--- src/axi_mem_wait.sv ---
// Wait-state timer for one memory access.
// A one-cycle start pulse loads the count with wait_cycles. The count
// then runs down, and done rises in the cycle after it reaches zero.
// done holds until the next start, so the FSM can use it as a level.

`timescale 1ns/10ps
`default_nettype none

module axi_mem_wait #(
	parameter int wait_cycles = 2
) (
	input  logic clk,
	input  logic arst_n,
	input  logic start,
	output logic done
);

	localparam int cnt_w = (wait_cycles > 0) ? $clog2(wait_cycles + 1) : 1;

	logic [cnt_w-1:0] count;
	logic             running;

	always_ff @(posedge clk or negedge arst_n) begin
		if (!arst_n) begin
			count   <= '0;
			running <= 1'b0;
			done    <= 1'b0;
		end else if (start) begin
			count   <= cnt_w'(wait_cycles);
			running <= 1'b1;
			done    <= 1'b0;
		end else if (running) begin
			if (count == '0) begin
				running <= 1'b0;
				done    <= 1'b1;
			end else begin
				count <= count - 1'b1;
			end
		end
	end

endmodule

`default_nettype wire

--- config.mk ---
export PLATFORM = sky130hd
export DESIGN_NAME = axi_mem_wait
export DESIGN_NICKNAME = d
export VERILOG_FILES = /design/src/axi_mem_wait.sv
export SDC_FILE = /design/constraint.sdc
export NUM_CORES = 1
export LEC_CHECK = 0
export BUFFER_PORTS_ARGS = -buffer_cell sky130_fd_sc_hd__buf_2
export CAP_MARGIN = 25
export CORE_AREA = 2 2 39 41
export CTS_CLUSTER_SIZE = 16
export DETAILED_ROUTE_END_ITERATION = 6
export DIE_AREA = 0 0 41 43
export MAX_ROUTING_LAYER = met4
export PLACE_DENSITY = 0.39
export SYNTH_ARGS = -nofsm -noshare
export SYNTH_HDL_FRONTEND = slang
export SYNTH_SLANG_ARGS = --single-unit
--- constraint.sdc ---
create_clock -name clk -period 1.26 [get_ports clk]
set_input_delay 0.252 -clock clk [delete_from_list [all_inputs] [get_ports clk]]
set_output_delay 0.252 -clock clk [all_outputs]
set_load 0.1 [all_outputs]
==> metrics.md, run 1 <==
| Metric | Value |
|---|---|
| Largest net degree at the start of global routing | `7` |
| Max Fclk | `0.837 GHz` |
| Die area | `1760 µm²` |
| Power Internal | `429 µW` |
| Chip Width | `41 µm` |
| Initial Util | `14.1%` |
| Mapped Nets | `21` |
| Post-Synthesis Cells | `17` |
| Clk slew on worst S/H paths | `40 ps` |
| Core area | `1380 µm²` |
| Port bufs | `3` |
| GR Overflow Total | `0` |
| Post-DRT Antenna Nets | `0` |
| Post-synth cell types | `10` |
| Synthesis-stage register bit count | `4` |
| Met2 wire len | `132 µm` |
| Crit Reg-Reg Startpoint | `count[0]$_DFFE_PN0P_` |
| Layout cells sized above 1 | `33.3%` |
| Critical path required time | `1370 ps` |
| Final hold slack | `246 ps` |
| Total GRT Usage | `5.99%` |
| Placed cells | `36` |
| Clk buf depth | `2` |
| Slew HR | `89.4%` |
| Syn avg cell area | `11.5 µm²` |
| Power per Cell Area | `2420 nW/µm²` |
| Element type at the critical path start | `flip-flop` |
| CTS tree | `yes` |
| Crit Path Category | `flip-flop to flip-flop` |
| Total Nets Final | `30` |
| Multi-input logic area | `87.6 µm²` |
| Synth-to-layout area growth | `42.3%` |
| Synth Cell Area | `195 µm²` |
| Worst slew pin tran | `159 ps` |
| Std-Cell Rows | `14` |
| Post-Route Setup TNS | `0 ps` |
| Status | `complete, no violations` |
| Via density | `3.50` |
| Global-route wire length before repair | `648 µm` |
| WL met3 | `40 µm` |
| Total CTS buffers | `3` |
| Hold path start | `start` |
| H-tree depth | `1` |
| Most common cell after layout, fill and taps aside | `dfrtp_1` |
| Peak VDD IR | `944 µV` |
| Drt initial violations | `1` |
| Latest clock arrival within the worst-skew pair | `230 ps` |
| Fillers | `148` |
| Gp weighted congestion | `0.722` |
| CP Launch Point | `count[0]$_DFFE_PN0P_` |
| Crit path capture type | `flip-flop` |
| Fin crit share | `94.8%` |
| TritonRoute pass-1 iters | `2` |
| Gate power share | `44.4%` |
| # IOs | `4` |
| Sequential Power Share | `32.4%` |
| Pleak | `0.133 nW` |
| Most frequent cells in the layout | `dfrtp_1, nor2_1, clkbuf_4` |
| Number of setup buffers added after CTS | `0` |
| # DRC | `0` |
| Minimum clock period | `1190 ps` |
| # resized after CTS | `0` |
| RSZ-0062 raised after global routing | `no` |
| Root buffer cell | `clkbuf_4` |
| N_diodes | `0` |
| Routed length on met1 | `145 µm` |
| Syn. warnings | `0` |
| Chip height | `43 µm` |
| Sequential area share after synthesis | `51.3%` |
| Max cap viols | `0` |
| Sink Count | `4` |
| P_sw | `242 µW` |
| Hold Vio Cnt, Final | `0` |
| Reg area | `100 µm²` |
| CP arrival | `1310 ps` |
| Vias in the first global route | `162` |
| Vias | `140` |
| Final setup vio count | `0` |
| Worst min path class | `input pin to flip-flop` |
| Top Metal Used | `met3` |
| Clock Skews | `3.18 ps` |
| CP Max Fanout | `3` |
| Finished Layout Cells | `40` |
| Post-Route WL | `319 µm` |
| Initial antenna violation count | `0` |
| Clock Power Share | `23.2%` |
| Sw Share | `36.1%` |
| Routed len/inst | `7.98 µm` |
| Slew Viols, Final | `0` |
-- layout make-up --
cell class | count | share of cell area, %
flip-flops and latches | 4 | 36.0
multi-input cells | 11 | 31.5
repair buffers | 4 | 14.4
clock buffers | 3 | 8.11
well taps | 16 | 7.21
inverters | 2 | 2.70
-- timing repair --
item | 4_1_cts | 5_1_grt
hold buffers | 1 | 0
endpoints found under the setup margin | 0 | 0
hold endpoints to repair | 4 | 0
-- sequential cells by signal (all words and copies together), names as in the netlist --
signal   cells
running      1
done         1
count        2
-- critical path, stage by stage, from the launching register on --
cell,delay (ps)
dfrtp_1,370
inv_1,70
ha_1,190
nand2b_4,150
mux2_4,290
-- kinds of logic (layout without fill, tap and decap cells) --
| group | after synthesis | count (layout) | synth area share, % |
|---|---|---|---|
| and+or+nand+nor | 7 | 7 | 25.6 |
| AOI/OAI and AO/OA | 2 | 2 | 5.13 |
| DFF | 4 | 4 | 51.3 |
| buffers and inverters | 2 | 9 | 3.85 |
| adders and majority gates | 1 | 1 | 6.41 |
| muxes | 1 | 1 | 7.69 |
-- power groups by stage --
stage / Sequential [mW] / Clock [mW] / Combinational (mW)
after global placement: 0.218 / 0 / 0.294
after global routing: 0.226 / 0.179 / 0.330
after CTS: 0.218 / 0.161 / 0.302
after floorplan: 0.281 / 0 / 0.152
final: 0.217 / 0.156 / 0.298
after detailed placement: 0.219 / 0 / 0.301
-- metrics by stage --
stage | total power, mW | setup slack [ps] | utilization [%] | area (µm²)
floorplan | 0.432 | 110 | - | 195
global route | 0.735 | 1.33 | 20.1 | 278
finish | 0.671 | 65.8 | 20.1 | 278
global placement | 0.512 | 79.2 | 17.7 | 245
CTS | 0.682 | 54.6 | 20.1 | 278
detailed placement | 0.519 | 77.6 | 17.7 | 245
-- routing by layer --
| layer | up-vias | global-route usage [%] |
|---|---|---|
| met5 | - | - |
| met2 | 7 | 7.19 |
| met4 | 0 | 2.00 |
| met1 | 64 | 6.51 |
| met3 | 0 | 6.28 |
| li1 | 69 | - |
-- final timing paths --
kind,to,slack (ps),cells after the start
min in group asynchronous,done$_DFFE_PN0P_,350,2
max in group asynchronous,count[0]$_DFFE_PN0P_,790,2
max,count[0]$_DFFE_PN0P_,70,4
max reg2reg,count[0]$_DFFE_PN0P_,70,4
min reg2reg,count[1]$_DFFE_PN0P_,540,2
min,done$_DFFE_PN0P_,250,2
-- Yosys cell counts, drive strengths merged --
cell type | instances | area share, %
a21oi | 2 | 5.1
and4bb | 1 | 6.4
dfrtp | 4 | 51
ha | 1 | 6.4
inv | 2 | 3.8
mux2 | 1 | 7.7
nand2b | 2 | 10
nor2 | 3 | 5.8
nor2b | 1 | 3.2
Power figures use the tool's default switching activity.
==> run 2: changes to the inputs <==
--- a/config.mk
+++ b/config.mk
@@ -5,6 +5,7 @@
 export SDC_FILE = /design/constraint.sdc
 export NUM_CORES = 1
 export LEC_CHECK = 0
+export ABC_AREA = 1
 export BUFFER_PORTS_ARGS = -buffer_cell sky130_fd_sc_hd__buf_2
 export CAP_MARGIN = 25
 export CORE_AREA = 2 2 39 41
==> run 2 against run 1 <==
Combinational power shrank 7.7%. Via count is 14% higher. Global-route usage fell by 0.32 points. Register-to-register slack improved by 170 ps. Final cell count grew 18%. Sequential share of layout area rose by 0.33 points. Routed wire length up 5.0%. Worst setup slack gained 140 ps. First-iteration DRC count grew to 6.0 times the previous value. Synthesized area is 1.3% lower. Highest routed layer unchanged.
==> metrics.md, run 2 <==
| Metric | Value |
|---|---|
| CP arrival | `810 ps (was 1310 ps)` |
| Post-Route Setup TNS | `0 ps (unchanged)` |
| Post-synth cell types | `9 (was 10)` |
| Critical Path Stages | `1 (was 4)` |
| Root buffer cell | `clkbuf_4 (unchanged)` |
| Largest regs | `count (2), done (1), running (1) (unchanged)` |
| Core area | `1380 µm² (unchanged)` |
| Area share of the largest cell type after synthesis | `51.9% (was 51.3%)` |
| Most flops, register | `count (unchanged)` |
| Top Metal Used | `met3 (unchanged)` |
| Final hold slack | `218 ps (was 246 ps)` |
| Port bufs | `3 (unchanged)` |
| Layout cells sized above 1 | `25.8% (was 33.3%)` |
| Largest register FFs | `2 (unchanged)` |
| Post-Synthesis Cells | `24 (was 17)` |
| Sequential area share after synthesis | `51.9% (was 51.3%)` |
| Critical path required time | `1010 ps (was 1370 ps)` |
| Crit Path Category | `flip-flop to primary output (was flip-flop to flip-flop)` |
| Setup ws final | `201 ps (was 65.8 ps)` |
| Synthesis-stage register bit count | `4 (unchanged)` |
| Vias in the first global route | `160 (was 162)` |
| # resized after CTS | `0 (unchanged)` |
| # IOs | `4 (unchanged)` |
| Multiplexer share of the synthesized area | `0% (was 7.69%)` |
| Pleak | `0.149 nW (was 0.133 nW)` |
| TritonRoute pass-1 iters | `4 (was 2)` |
| Worst setup endpoint | `done (was count[0]$_DFFE_PN0P_)` |
| Finished Layout Cells | `47 (was 40)` |
| Vias | `160 (was 140)` |
| Clock Skews | `4.21 ps (was 3.18 ps)` |
| Buf/Inv on CP | `1 (unchanged)` |
| Slew Viols, Final | `0 (unchanged)` |
| Total CTS buffers | `3 (unchanged)` |
| Placed cells | `43 (was 36)` |
| Post-DRT Antenna Nets | `0 (unchanged)` |
| Status | `complete, no violations (unchanged)` |
| Peak VDD IR | `686 µV (was 944 µV)` |
| Largest area contributor in the netlist | `dfrtp_1 (unchanged)` |
| Initial antenna violation count | `0 (unchanged)` |
| Max Fclk | `0.945 GHz (was 0.837 GHz)` |
| Reg-to-reg slack, setup | `240 ps (was 70 ps)` |
| Crit path capture type | `primary output (was flip-flop)` |
| Slew HR | `90.4% (was 89.4%)` |
| Met2 wire len | `142 µm (was 132 µm)` |
| Chip height | `43 µm (unchanged)` |
| Largest family of logic cells by synthesized area | `simple AND/OR/NAND/NOR gates (unchanged)` |
| Simple-Gate Fraction of Synth Area | `27.3% (was 25.6%)` |
| Worst min path class | `input pin to flip-flop (unchanged)` |
| # DRC | `0 (unchanged)` |
| Dpl hpwl | `275 µm` |
| Total Nets Final | `37 (was 30)` |
| Worst slew pin tran | `144 ps (was 159 ps)` |
| Power per Cell Area | `2330 nW/µm² (was 2420 nW/µm²)` |
| Synth top area cells | `dfrtp_1, nand3_1, inv_1 (was dfrtp_1, mux2_4, nand2b_4)` |
| Top_reg_cell synth | `dfrtp_1 (unchanged)` |
| Synth cell count leaders | `inv_1, nand2_1, dfrtp_1, nand3_1, nor2_1 (was dfrtp_1, nor2_1, a21oi_1, inv_1)` |
| Synth Area in Adders | `6.49% (was 6.41%)` |
| CP max stage delay | `400 ps (was 370 ps)` |
| Slowest-stage cell, CP | `dfrtp_1 (unchanged)` |
| Total GRT Usage | `5.68% (was 5.99%)` |
| Chip Width | `41 µm (unchanged)` |
| Syn avg cell area | `8.03 µm² (was 11.5 µm²)` |
| CTS tree | `yes (unchanged)` |
| Reg2reg path depth | `6 (was 4)` |
| Synth Area in Compound Gates | `2.60% (was 5.13%)` |
| Latest clock arrival within the worst-skew pair | `230 ps (about the same)` |
| WL met3 | `26 µm (was 40 µm)` |
| Global-route wire length before repair | `600 µm (was 648 µm)` |
| Via density | `3.40 (was 3.50)` |
| Final setup vio count | `0 (unchanged)` |
| CP Cell Sequence | `buf_12 (was inv_1 > ha_1 > nand2b_4 > mux2_4)` |
| Clk slew on worst S/H paths | `40 ps (about the same)` |
| Post-Route WL | `335 µm (was 319 µm)` |
| Syn. warnings | `0 (unchanged)` |
| RSZ-0062 raised after global routing | `no (unchanged)` |
| Most frequent cells in the layout | `inv_1, nand2_1, nand3_1, dfrtp_1, clkbuf_4 (was dfrtp_1, nor2_1, clkbuf_4)` |
| Routed length on met1 | `167 µm (was 145 µm)` |
| R2r endpoint | `count[1]$_DFFE_PN0P_ (was count[0]$_DFFE_PN0P_)` |
| Synth-to-layout area growth | `42.9% (was 42.3%)` |
| Number of synthesized flops with an enable pin | `0 (unchanged)` |
| Largest net degree at the start of global routing | `6 (was 7)` |
| Post-place setup slack | `232 ps (was 77.6 ps)` |
| GR Overflow Total | `0 (unchanged)` |
| Routed len/inst | `7.13 µm (was 7.98 µm)` |
| Cell family with the largest share of critical-path delay | `flip-flops (unchanged)` |
| H-tree depth | `1 (unchanged)` |
| Crit Reg-Reg Startpoint | `count[0]$_DFFE_PN0P_ (unchanged)` |
| Std-Cell Rows | `14 (unchanged)` |
| Minimum clock period | `1060 ps (was 1190 ps)` |
| Post-synth ARST share | `100% (unchanged)` |
| Die area | `1760 µm² (unchanged)` |
| Max cap viols | `0 (unchanged)` |
| Sink Count | `4 (unchanged)` |
| Clk buf depth | `2 (unchanged)` |
| Initial Util | `13.9% (was 14.1%)` |
| CP Launch Point | `done$_DFFE_PN0P_ (was count[0]$_DFFE_PN0P_)` |
| Gp weighted congestion | `0.739 (was 0.722)` |
| CP Max Fanout | `2 (was 3)` |
| Element type at the critical path start | `flip-flop (unchanged)` |
| N_diodes | `0 (unchanged)` |
| Drt initial violations | `6 (was 1)` |
| Synth Cell Area | `193 µm² (was 195 µm²)` |
| Mapped Nets | `28 (was 21)` |
| Post-Synth XOR/XNOR Area | `0% (unchanged)` |
| Fin crit share | `84.0% (was 94.8%)` |
| Hold Vio Cnt, Final | `0 (unchanged)` |
run 2: worst min-delay path by stage:
stage,from,end,cells after the start,slack (ps)
global placement,arst_n,running$_DFF_PN0_,1,60
detailed placement,arst_n,done$_DFFE_PN0P_,1,70
CTS,start,done$_DFFE_PN0P_,2,210
floorplan,arst_n,count[0]$_DFFE_PN0P_,0,-40
finish,start,done$_DFFE_PN0P_,2,220
global route,start,done$_DFFE_PN0P_,2,210
run 2: area by class of cell:
type | count | area (µm²)
Sequential cell | 4 | 100
Fill cell | 149 | 1110
Inverter | 6 | 22.5
Multi-Input combinational cell | 14 | 70.1
Tap cell | 16 | 20.0
Timing Repair Buffer | 4 | 40.0
Clock buffer | 3 | 22.5
run 2: cells by family after synthesis:
| logic type | count (synthesis) |
|---|---|
| AND/OR/NAND/NOR | 12 |
| AO/OA/AOI/OAI | 1 |
| flip-flops | 4 |
| buffers and inverters | 6 |
| adder cells (fa/ha/maj) | 1 |
run 2: metal layers:
layer	vias to the layer above	global-route usage (%)
li1	87	-
met1	69	6.49
met2	4	5.94
met3	0	2.09
met4	0	8.00
met5	-	-
run 2: metrics by stage:
stage	util (%)	instance area (µm²)	power [mW]
global route	19.9	275	0.703
finish	19.9	275	0.642
CTS	19.9	275	0.659
floorplan	-	193	0.408
detailed placement	17.5	243	0.492
global placement	17.5	243	0.495
run 2: power by group:
part,internal [mW],switching (mW)
logic,0.107,0.168
clock network,0.106,0.0487
registers,0.175,0.0371
run 2: repair_timing:
item	CTS	global route
hold endpoints to repair	4	0
buffers inserted	0	0
hold buffers	1	0
