<file path="config.mk">
export PLATFORM = sky130hd
export DESIGN_NAME = axi_mem_fsm
export DESIGN_NICKNAME = d
export VERILOG_FILES = /design/src/axi_mem_pkg.sv /design/src/axi_mem_fsm.sv
export SDC_FILE = /design/constraint.sdc
export NUM_CORES = 1
export LEC_CHECK = 0
export BUFFER_PORTS_ARGS = -buffer_cell sky130_fd_sc_hd__buf_2
export CORE_AREA = 3 3 165 167
export CTS_CLUSTER_SIZE = 24
export DETAILED_ROUTE_END_ITERATION = 10
export DIE_AREA = 0 0 168 170
export SLEW_MARGIN = 20
export SYNTH_ARGS = -nofsm -noshare
export SYNTH_HDL_FRONTEND = slang
export SYNTH_SLANG_ARGS = --single-unit
</file>
<file path="constraint.sdc">
create_clock -name clk -period 6.1 [get_ports clk]
set_input_delay 0.61 -clock clk [delete_from_list [all_inputs] [get_ports clk]]
set_output_delay 0.61 -clock clk [all_outputs]
set_load 0.02 [all_outputs]
</file>
<file path="src/axi_mem_pkg.sv">
// Shared definitions for the single-port AXI4 memory slave.
// Holds the bus widths, the response codes and the packed payload
// structs of the five AXI channels. Every design file and the
// testbench take their channel types from here.

`default_nettype none

package axi_mem_pkg;

	// bus widths
	localparam int id_w   = 4;
	localparam int addr_w = 32;
	localparam int data_w = 64;
	localparam int strb_w = data_w / 8;

	typedef logic [1:0] resp_t;

	// AXI response codes
	localparam resp_t resp_okay   = 2'b00;
	localparam resp_t resp_slverr = 2'b10;
	localparam resp_t resp_decerr = 2'b11;

	// write address
	typedef struct packed {
		logic [id_w-1:0]   id;
		logic [addr_w-1:0] addr;
		logic [7:0]        len;
		logic [2:0]        size;
		logic [1:0]        burst;
	} aw_req_t;

	// write data, a single beat
	typedef struct packed {
		logic [data_w-1:0] data;
		logic [strb_w-1:0] strb;
		logic              last;
	} w_beat_t;

	// write response
	typedef struct packed {
		logic [id_w-1:0] id;
		resp_t           resp;
	} b_resp_t;

	// read address, same layout as the write address
	typedef struct packed {
		logic [id_w-1:0]   id;
		logic [addr_w-1:0] addr;
		logic [7:0]        len;
		logic [2:0]        size;
		logic [1:0]        burst;
	} ar_req_t;

	// read data, last is always set since there are no bursts
	typedef struct packed {
		logic [id_w-1:0]   id;
		logic [data_w-1:0] data;
		resp_t             resp;
		logic              last;
	} r_beat_t;

endpackage

`default_nettype wire

</file>
<file path="src/axi_mem_fsm.sv">
// Write and read channel control of the AXI memory slave.
// The write side takes aw and w on the same edge, writes the array at
// once and answers on b after the wait timer ends. The read side reads
// the array at the accepting edge and answers on r after its own
// timer. Each request is checked: a burst gives SLVERR, an address
// past the memory gives DECERR, and only OKAY requests touch memory.

`timescale 1ns/10ps
`default_nettype none

module axi_mem_fsm #(
	parameter int mem_words = 1024
) (
	input  logic                             clk,
	input  logic                             arst_n,

	input  logic                             aw_valid,
	output logic                             aw_ready,
	input  axi_mem_pkg::aw_req_t             aw,

	input  logic                             w_valid,
	output logic                             w_ready,
	input  axi_mem_pkg::w_beat_t             w,

	output logic                             b_valid,
	input  logic                             b_ready,
	output axi_mem_pkg::b_resp_t             b,

	input  logic                             ar_valid,
	output logic                             ar_ready,
	input  axi_mem_pkg::ar_req_t             ar,

	output logic                             r_valid,
	input  logic                             r_ready,
	output axi_mem_pkg::r_beat_t             r,

	output logic                             wr_start,
	input  logic                             wr_done,
	output logic                             rd_start,
	input  logic                             rd_done,

	output logic                             wr_en,
	output logic [$clog2(mem_words)-1:0]     wr_idx,
	output logic [axi_mem_pkg::data_w-1:0]   wr_data,
	output logic [axi_mem_pkg::strb_w-1:0]   wr_strb,
	output logic                             rd_en,
	output logic [$clog2(mem_words)-1:0]     rd_idx,
	input  logic [axi_mem_pkg::data_w-1:0]   rd_data
);
	import axi_mem_pkg::*;

	localparam int idx_w    = $clog2(mem_words);
	localparam int word_lsb = $clog2(strb_w);

	typedef enum logic {
		wr_idle,
		wr_resp
	} wr_state_t;

	typedef enum logic {
		rd_idle,
		rd_busy
	} rd_state_t;

	wr_state_t wr_state;
	rd_state_t rd_state;
	logic      wr_accept;
	logic      rd_accept;
	resp_t     wr_check;
	resp_t     rd_check;
	b_resp_t   b_q;
	r_beat_t   r_q;

	// SLVERR takes priority over DECERR
	function automatic resp_t check_req(input logic [7:0] len, input logic [addr_w-1:0] addr);
		logic [addr_w-word_lsb-1:0] word;
		word = addr[addr_w-1:word_lsb];
		if (len != 8'd0) begin
			return resp_slverr;
		end
		if (word >= mem_words) begin
			return resp_decerr;
		end
		return resp_okay;
	endfunction

	// write channel

	assign wr_accept = (wr_state == wr_idle) && aw_valid && w_valid;
	assign aw_ready  = wr_accept;
	assign w_ready   = wr_accept;
	assign wr_check  = check_req(aw.len, aw.addr);

	assign wr_start = wr_accept;
	assign wr_en    = wr_accept && (wr_check == resp_okay);
	assign wr_idx   = aw.addr[word_lsb +: idx_w];
	assign wr_data  = w.data;
	assign wr_strb  = w.strb;

	always_ff @(posedge clk or negedge arst_n) begin
		if (!arst_n) begin
			wr_state <= wr_idle;
		end else begin
			case (wr_state)
				wr_idle: begin
					if (wr_accept) begin
						wr_state <= wr_resp;
					end
				end
				wr_resp: begin
					if (b_valid && b_ready) begin
						wr_state <= wr_idle;
					end
				end
				default: begin
					wr_state <= wr_idle;
				end
			endcase
		end
	end

	always_ff @(posedge clk) begin
		if (wr_accept) begin
			b_q.id   <= aw.id;
			b_q.resp <= wr_check;
		end
	end

	assign b_valid = (wr_state == wr_resp) && wr_done;
	assign b       = b_q;

	// read channel

	assign ar_ready  = (rd_state == rd_idle);
	assign rd_accept = ar_ready && ar_valid;
	assign rd_check  = check_req(ar.len, ar.addr);

	assign rd_start = rd_accept;
	assign rd_en    = rd_accept && (rd_check == resp_okay);
	assign rd_idx   = ar.addr[word_lsb +: idx_w];

	always_ff @(posedge clk or negedge arst_n) begin
		if (!arst_n) begin
			rd_state <= rd_idle;
		end else begin
			case (rd_state)
				rd_idle: begin
					if (rd_accept) begin
						rd_state <= rd_busy;
					end
				end
				rd_busy: begin
					if (r_valid && r_ready) begin
						rd_state <= rd_idle;
					end
				end
				default: begin
					rd_state <= rd_idle;
				end
			endcase
		end
	end

	// data follows the array until the timer ends, then freezes
	always_ff @(posedge clk) begin
		if (rd_accept) begin
			r_q.id   <= ar.id;
			r_q.resp <= rd_check;
			r_q.last <= 1'b1;
		end else if (rd_state == rd_busy && !rd_done) begin
			r_q.data <= (r_q.resp == resp_okay) ? rd_data : '0;
		end
	end

	assign r_valid = (rd_state == rd_busy) && rd_done;
	assign r       = r_q;

endmodule

`default_nettype wire

</file>
==> impl_metrics.toml, run 1 <==
[layout]
n_antenna_cell = 0
nNetsFinal = 658
postLayoutCellArea_um2 = 4850
area_growth_pct = 31.4
num-fill-cells = 2826
drive_gt1_share_pct = 57.5
postLayoutCoreUtil_pct = 18.7
layoutNonFillerInstCount = 754

[global_route]
first_global_vias = 2379
grt_overflow = 0
antenna_found_initial = 0
grt_pass1_wl_um = 18500
grt_usage_pct = 9.41
grt_max_degree = 65

[clock_tree]
clk_pin_slew_ps = 60
cts_made_buffers = 9
cts_buffer_depth = 2
cts_hold_buf = 0
cts_root_buffer = "clkbuf_16"
postCtsSetupBuffers = 0
cts_sinks = 78
cts-htree-levels = 3
ctsResizeCount = 0
cts_tree = "yes"
clk_latency_ps = 330

[synth]
yosys_warnings = 0
ys_seq_area_share_pct = 63.2
synth_area_per_cell_um2 = 13.1
netlist_area_um2 = 3690
synthCells = 282
synth_cell_type_count = 18
synth-seq-cells = 78
syn_nets = 526

[sta]
relSlewSlack_pct = 40.9
hold_viol = 0
fin_ws_ps = 3690
setup-tns-final_ps = 0
hold_slack_ps = 67.7
post-route-min-period_ps = 2410
tightest_slew_ps = 886
fmax_ghz = 0.414
slew_violations = 0
setup_viol = 0
skew_ps = 6.65
period_share_pct = 39.6
rsz0062_at_grt = "no"

[worst_setup_path]
cp.arrival_ps = 1800
end_kind = "primary output"
crit_slowest_cell = "nor2_1"
path_max_fanout = 11
path_delay_family = "simple AND/OR/NAND/NOR gates"
max_stage_delay_ps = 560
path_buf_inv = 1
worstSetupPathType = "register to primary output"
required_ps = 5490
cp_cell_sequence = "nor2_1 > nor4b_1 > buf_2"
worstSetupStartpointType = "register"

[pwr]
fin_total_pwr_mw = 1.37
leakage_nw = 2.07
p_switching_mw = 0.326
power_density_nw_per_um2 = 282
irDropWorstVdd_uv = 109
p_int_mw = 1.04
p_seq_share_pct = 46.1
pwr-share-comb_pct = 11.1
clkPwrFrac_pct = 42.8
switching_share_pct = 23.8

[die]
ioPinCount = 422
die_x_um = 168
core.rowCount = 59
fp.coreArea_um2 = 25900
initial_core_util_pct = 14.2
die_h_um = 170
die_area_um2 = 28600

[detailed_routing]
vias_per_cell = 3.30
drt-pass1-iter-count = 4
detail_route.wl_per_cell_um = 19.0
ant_nets = 0
drt_iter0_drc = 99
wl_um = 14300
num_vias = 2488
drc = 0

[placement]
portBuffers = 219
dp_slack_ps = 3690
dp.cells = 738
dpl_cell_area_um2 = 4530
dp_hpwl_um = 12400
place_congestion = 0.881

[hold_path]
worstHoldPathType = "input pin to asynchronous set/reset pin"

[run]
cap_violations = 0

[outcome]
status = "finished clean"
## sequential cells by signal, summed over array words and instances, names as in the netlist
| signal | cells |
|---|---|
| r | 70 |
| b | 6 |
| rd_state | 1 |
| wr_state | 1 |
## power groups by stage
stage          Clock (mW)  Sequential (mW)  Combinational (mW)
2_1_floorplan           0            0.685               0.118
3_3_place_gp            0            0.642               0.154
3_5_place_dp            0            0.643               0.154
4_1_cts             0.618            0.632               0.155
5_1_grt             0.640            0.634               0.164
6_report            0.586            0.631               0.152
## worst register-to-register path, delay by kind of cell (launching register included)
kind	cells	cell delay (ps)
buffers and inverters	2	730
flip-flops	1	380
AND/OR/NAND/NOR	1	100
## cell usage in the layout, fill, tap and decap left out
cell type,instances
and2_1,66
nor4b_1,2
nor2_1,2
nand2_1,6
nor4_1,12
bufinv_16,2
nor2_4,2
a21o_1,1
inv_1,1
clkinvlp_4,2
edfxtp_1,76
conb_1,1
dfrtp_1,2
clkbuf_16,9
a21oi_1,1
nand3_1,2
or3_1,2
nor3_1,2
clkbuf_1,1
o21ba_2,2
buf_2,219
buf_4,2
buf_16,1
nor2b_1,1
inv_6,2
## final timing paths
| kind | depth (start not counted) | slack [ps] | to | from |
|---|---|---|---|---|
| min | 1 | 70 | rd_state | arst_n |
| max | 3 | 3690 | wr_en | wr_state |
| min reg2reg | 1 | 500 | wr_state | wr_state |
| max reg2reg | 3 | 4430 | r[9] | rd_state |
| max in group asynchronous | 1 | 5910 | wr_state | arst_n |
| min in group clk | 2 | 440 | rd_state | r_ready |
## cell families (layout without fill, tap and decap cells)
kind of cell	Yosys count	after routing	share of synthesized area, %
AO/OA/AOI/OAI	4	4	0.882
other	1	1	0.102
buffers and inverters	102	239	20.0
flip-flops	78	78	63.2
AND/OR/NAND/NOR	97	97	15.8
## cells in the mapped netlist, drive strengths merged
library cell / number / share of area [%]
nor3: 2 / 0.27
dfrtp: 2 / 1.4
clkbuf: 6 / 0.61
and2: 66 / 11
o21ba: 2 / 0.54
nor4b: 2 / 0.47
buf: 95 / 19
nor4: 12 / 2.0
a21oi: 1 / 0.14
a21o: 1 / 0.20
inv: 1 / 0.10
nand2: 6 / 0.61
or3: 2 / 0.34
conb: 1 / 0.10
edfxtp: 76 / 62
nand3: 2 / 0.27
nor2: 4 / 0.41
nor2b: 1 / 0.17
## layout make-up
class / count / area, um2 / share of cell area, %
Timing Repair Buffer: 222 / 1140 / 23.5
Clock buffer: 10 / 229 / 4.72
Multi-Input combinational cell: 102 / 633 / 13.1
Tap cell: 335 / 419 / 8.65
Sequential cell: 78 / 2330 / 48.1
Clock inverter: 6 / 92.6 / 1.91
Inverter: 1 / 3.75 / 0.0774
## layer usage
layer	GRT usage, %	routed length, um	vias up
met5	0.836	30	-
met4	4.13	399	2
met3	7.25	2630	26
met2	17.8	7760	227
met1	6.75	3520	1103
li1	-	-	1130
Note: power is estimated with default switching activity, not from simulation.
==> inputs of run 2 (changes only) <==
Clock period 6.1 ns to 2.15 ns, I/O delays scaled along.
==> run 2 against run 1 <==
Final area stayed put. Final cell count is 0.27% higher. Sequential power grew to 2.8 times the previous value. Flip-flop and latch count stayed put. Critical path depth stayed put. Clock power grew to 2.6 times the previous value. Utilization stayed put. Sequential share of layout area stayed put. Die area stayed put. Largest power group unchanged.
==> impl_metrics.toml, run 2 (same netlist as run 1, synthesis figures left out) <==
[outcome]
status = "finished clean"

[clock_tree]
cts_sinks = 78
postCtsSetupBuffers = 0
clk_latency_ps = 340
cts-htree-levels = 3
ctsResizeCount = 0
cts_root_buffer = "clkbuf_16"
clk_pin_slew_ps = 60
cts_buffer_depth = 2
cts_made_buffers = 9
cts_tree = "yes"
cts_hold_buf = 1

[worst_setup_path]
worstSetupPathType = "register to primary output"
cp.arrival_ps = 1530
end_kind = "primary output"
path_max_fanout = 4
worstSetupStartpointType = "register"
ff2ff_path_depth = 3
required_ps = 1930

[sta]
slew_violations = 0
skew_ps = 14.8
hold_slack_ps = 44.1
post-route-min-period_ps = 1750
rsz0062_at_grt = "no"
hold_viol = 0
setup-tns-final_ps = 0
period_share_pct = 81.3
fmax_ghz = 0.572
setup_viol = 0

[layout]
area_growth_pct = 31.4
n_antenna_cell = 0
final_cell_mix = "219 x buf_2, 76 x edfxtp_1, 66 x and2_1"
layout_commonest_cell = "buf_2"
largest_register_ffs = 70
drive_gt1_share_pct = 57.5
nNetsFinal = 660

[detailed_routing]
drt_iter0_drc = 137
wl_um = 13700
num_vias = 2537
vias_per_cell = 3.36
drc = 0
ant_nets = 0
drt-pass1-iter-count = 4
detail_route.wl_per_cell_um = 18.1

[pwr]
clkPwrFrac_pct = 40.9
switching_share_pct = 24.4
power_density_nw_per_um2 = 777
irDropWorstVdd_uv = 268
p_int_mw = 2.85
pwr-share-comb_pct = 11.5
p_seq_share_pct = 47.5
leakage_nw = 2.07
p_switching_mw = 0.918

[die]
ioPinCount = 422
initial_core_util_pct = 14.2
die_h_um = 170
fp.coreArea_um2 = 25900
die_area_um2 = 28600
core.rowCount = 59
die_x_um = 168

[global_route]
grt_max_degree = 65
grt_usage_pct = 8.94
first_global_vias = 2502
antenna_found_initial = 0
grt_pass1_wl_um = 17900
grt_overflow = 0

[run]
cap_violations = 0

[placement]
portBuffers = 219
place_congestion = 0.814
dp_hpwl_um = 11600

[hold_path]
worstHoldPathType = "input pin to register"
whs_path_depth = 2
==> run 2: changes by cell type in the layout (fill, tap and decap cells not counted) <==
cell / previous run / this run
buf_12: 0 / 2
buf_16: 1 / 0
bufinv_16: 2 / 1
clkinvlp_4: 2 / 3
dlygate4sd3_1: 0 / 1
==> run 2: metrics by stage <==
step / total power [mW] / cells / cell area [um2] / util (%) / setup WS, ps
finish: 3.77 / 756 / 4850 / 18.7 / 402
global route: 3.96 / 756 / 4850 / 18.7 / 189
CTS: 3.87 / 756 / 4850 / 18.7 / 286
detailed placement: 2.27 / 739 / 4540 / 17.5 / 534
global placement: 2.27 / 739 / 4540 / 17.5 / 486
floorplan: 2.27 / 282 / 3700 / - / 97.2
==> run 2: layer usage <==
layer  track usage [%]  vias to the layer above  share of wire, %
li1                  -                     1133                 -
met1              6.85                     1117                26
met2              16.5                      264                53
met5                 0                        -                 0
met4              3.77                        0               2.7
met3              6.99                       23                18
==> run 2: critical path: stages (launching register included) <==
cell     delay, ps
dfrtp_1        400
nor2b_1        340
nor4b_1        250
buf_2          210
==> run 2: area by class of cell <==
class                   count  area (um2)
clock buffers              10         229
fillers                  2852       21100
repair buffers            224        1160
well taps                 335         419
multi-input cells         102         633
clock inverters             6        70.1
flip-flops and latches     78        2330
inverters                   1        3.75
==> run 2: final timing paths <==
kind                           from        to  slack (ps)
max                        rd_state     rd_en         400
max in group asynchronous    arst_n  rd_state        1850
max reg2reg                rd_state     r[65]         860
min reg2reg                wr_state  wr_state         500
min                         r_ready  rd_state          40
min in group asynchronous    arst_n  wr_state         210
==> run 2: power by group through the flow <==
| stage | Sequential [mW] | Clock [mW] | Combinational, mW |
|---|---|---|---|
| floorplan | 1.94 | 0 | 0.337 |
| global placement | 1.82 | 0 | 0.442 |
| detailed placement | 1.83 | 0 | 0.443 |
| CTS | 1.79 | 1.63 | 0.446 |
| global route | 1.80 | 1.69 | 0.471 |
| finish | 1.79 | 1.54 | 0.434 |
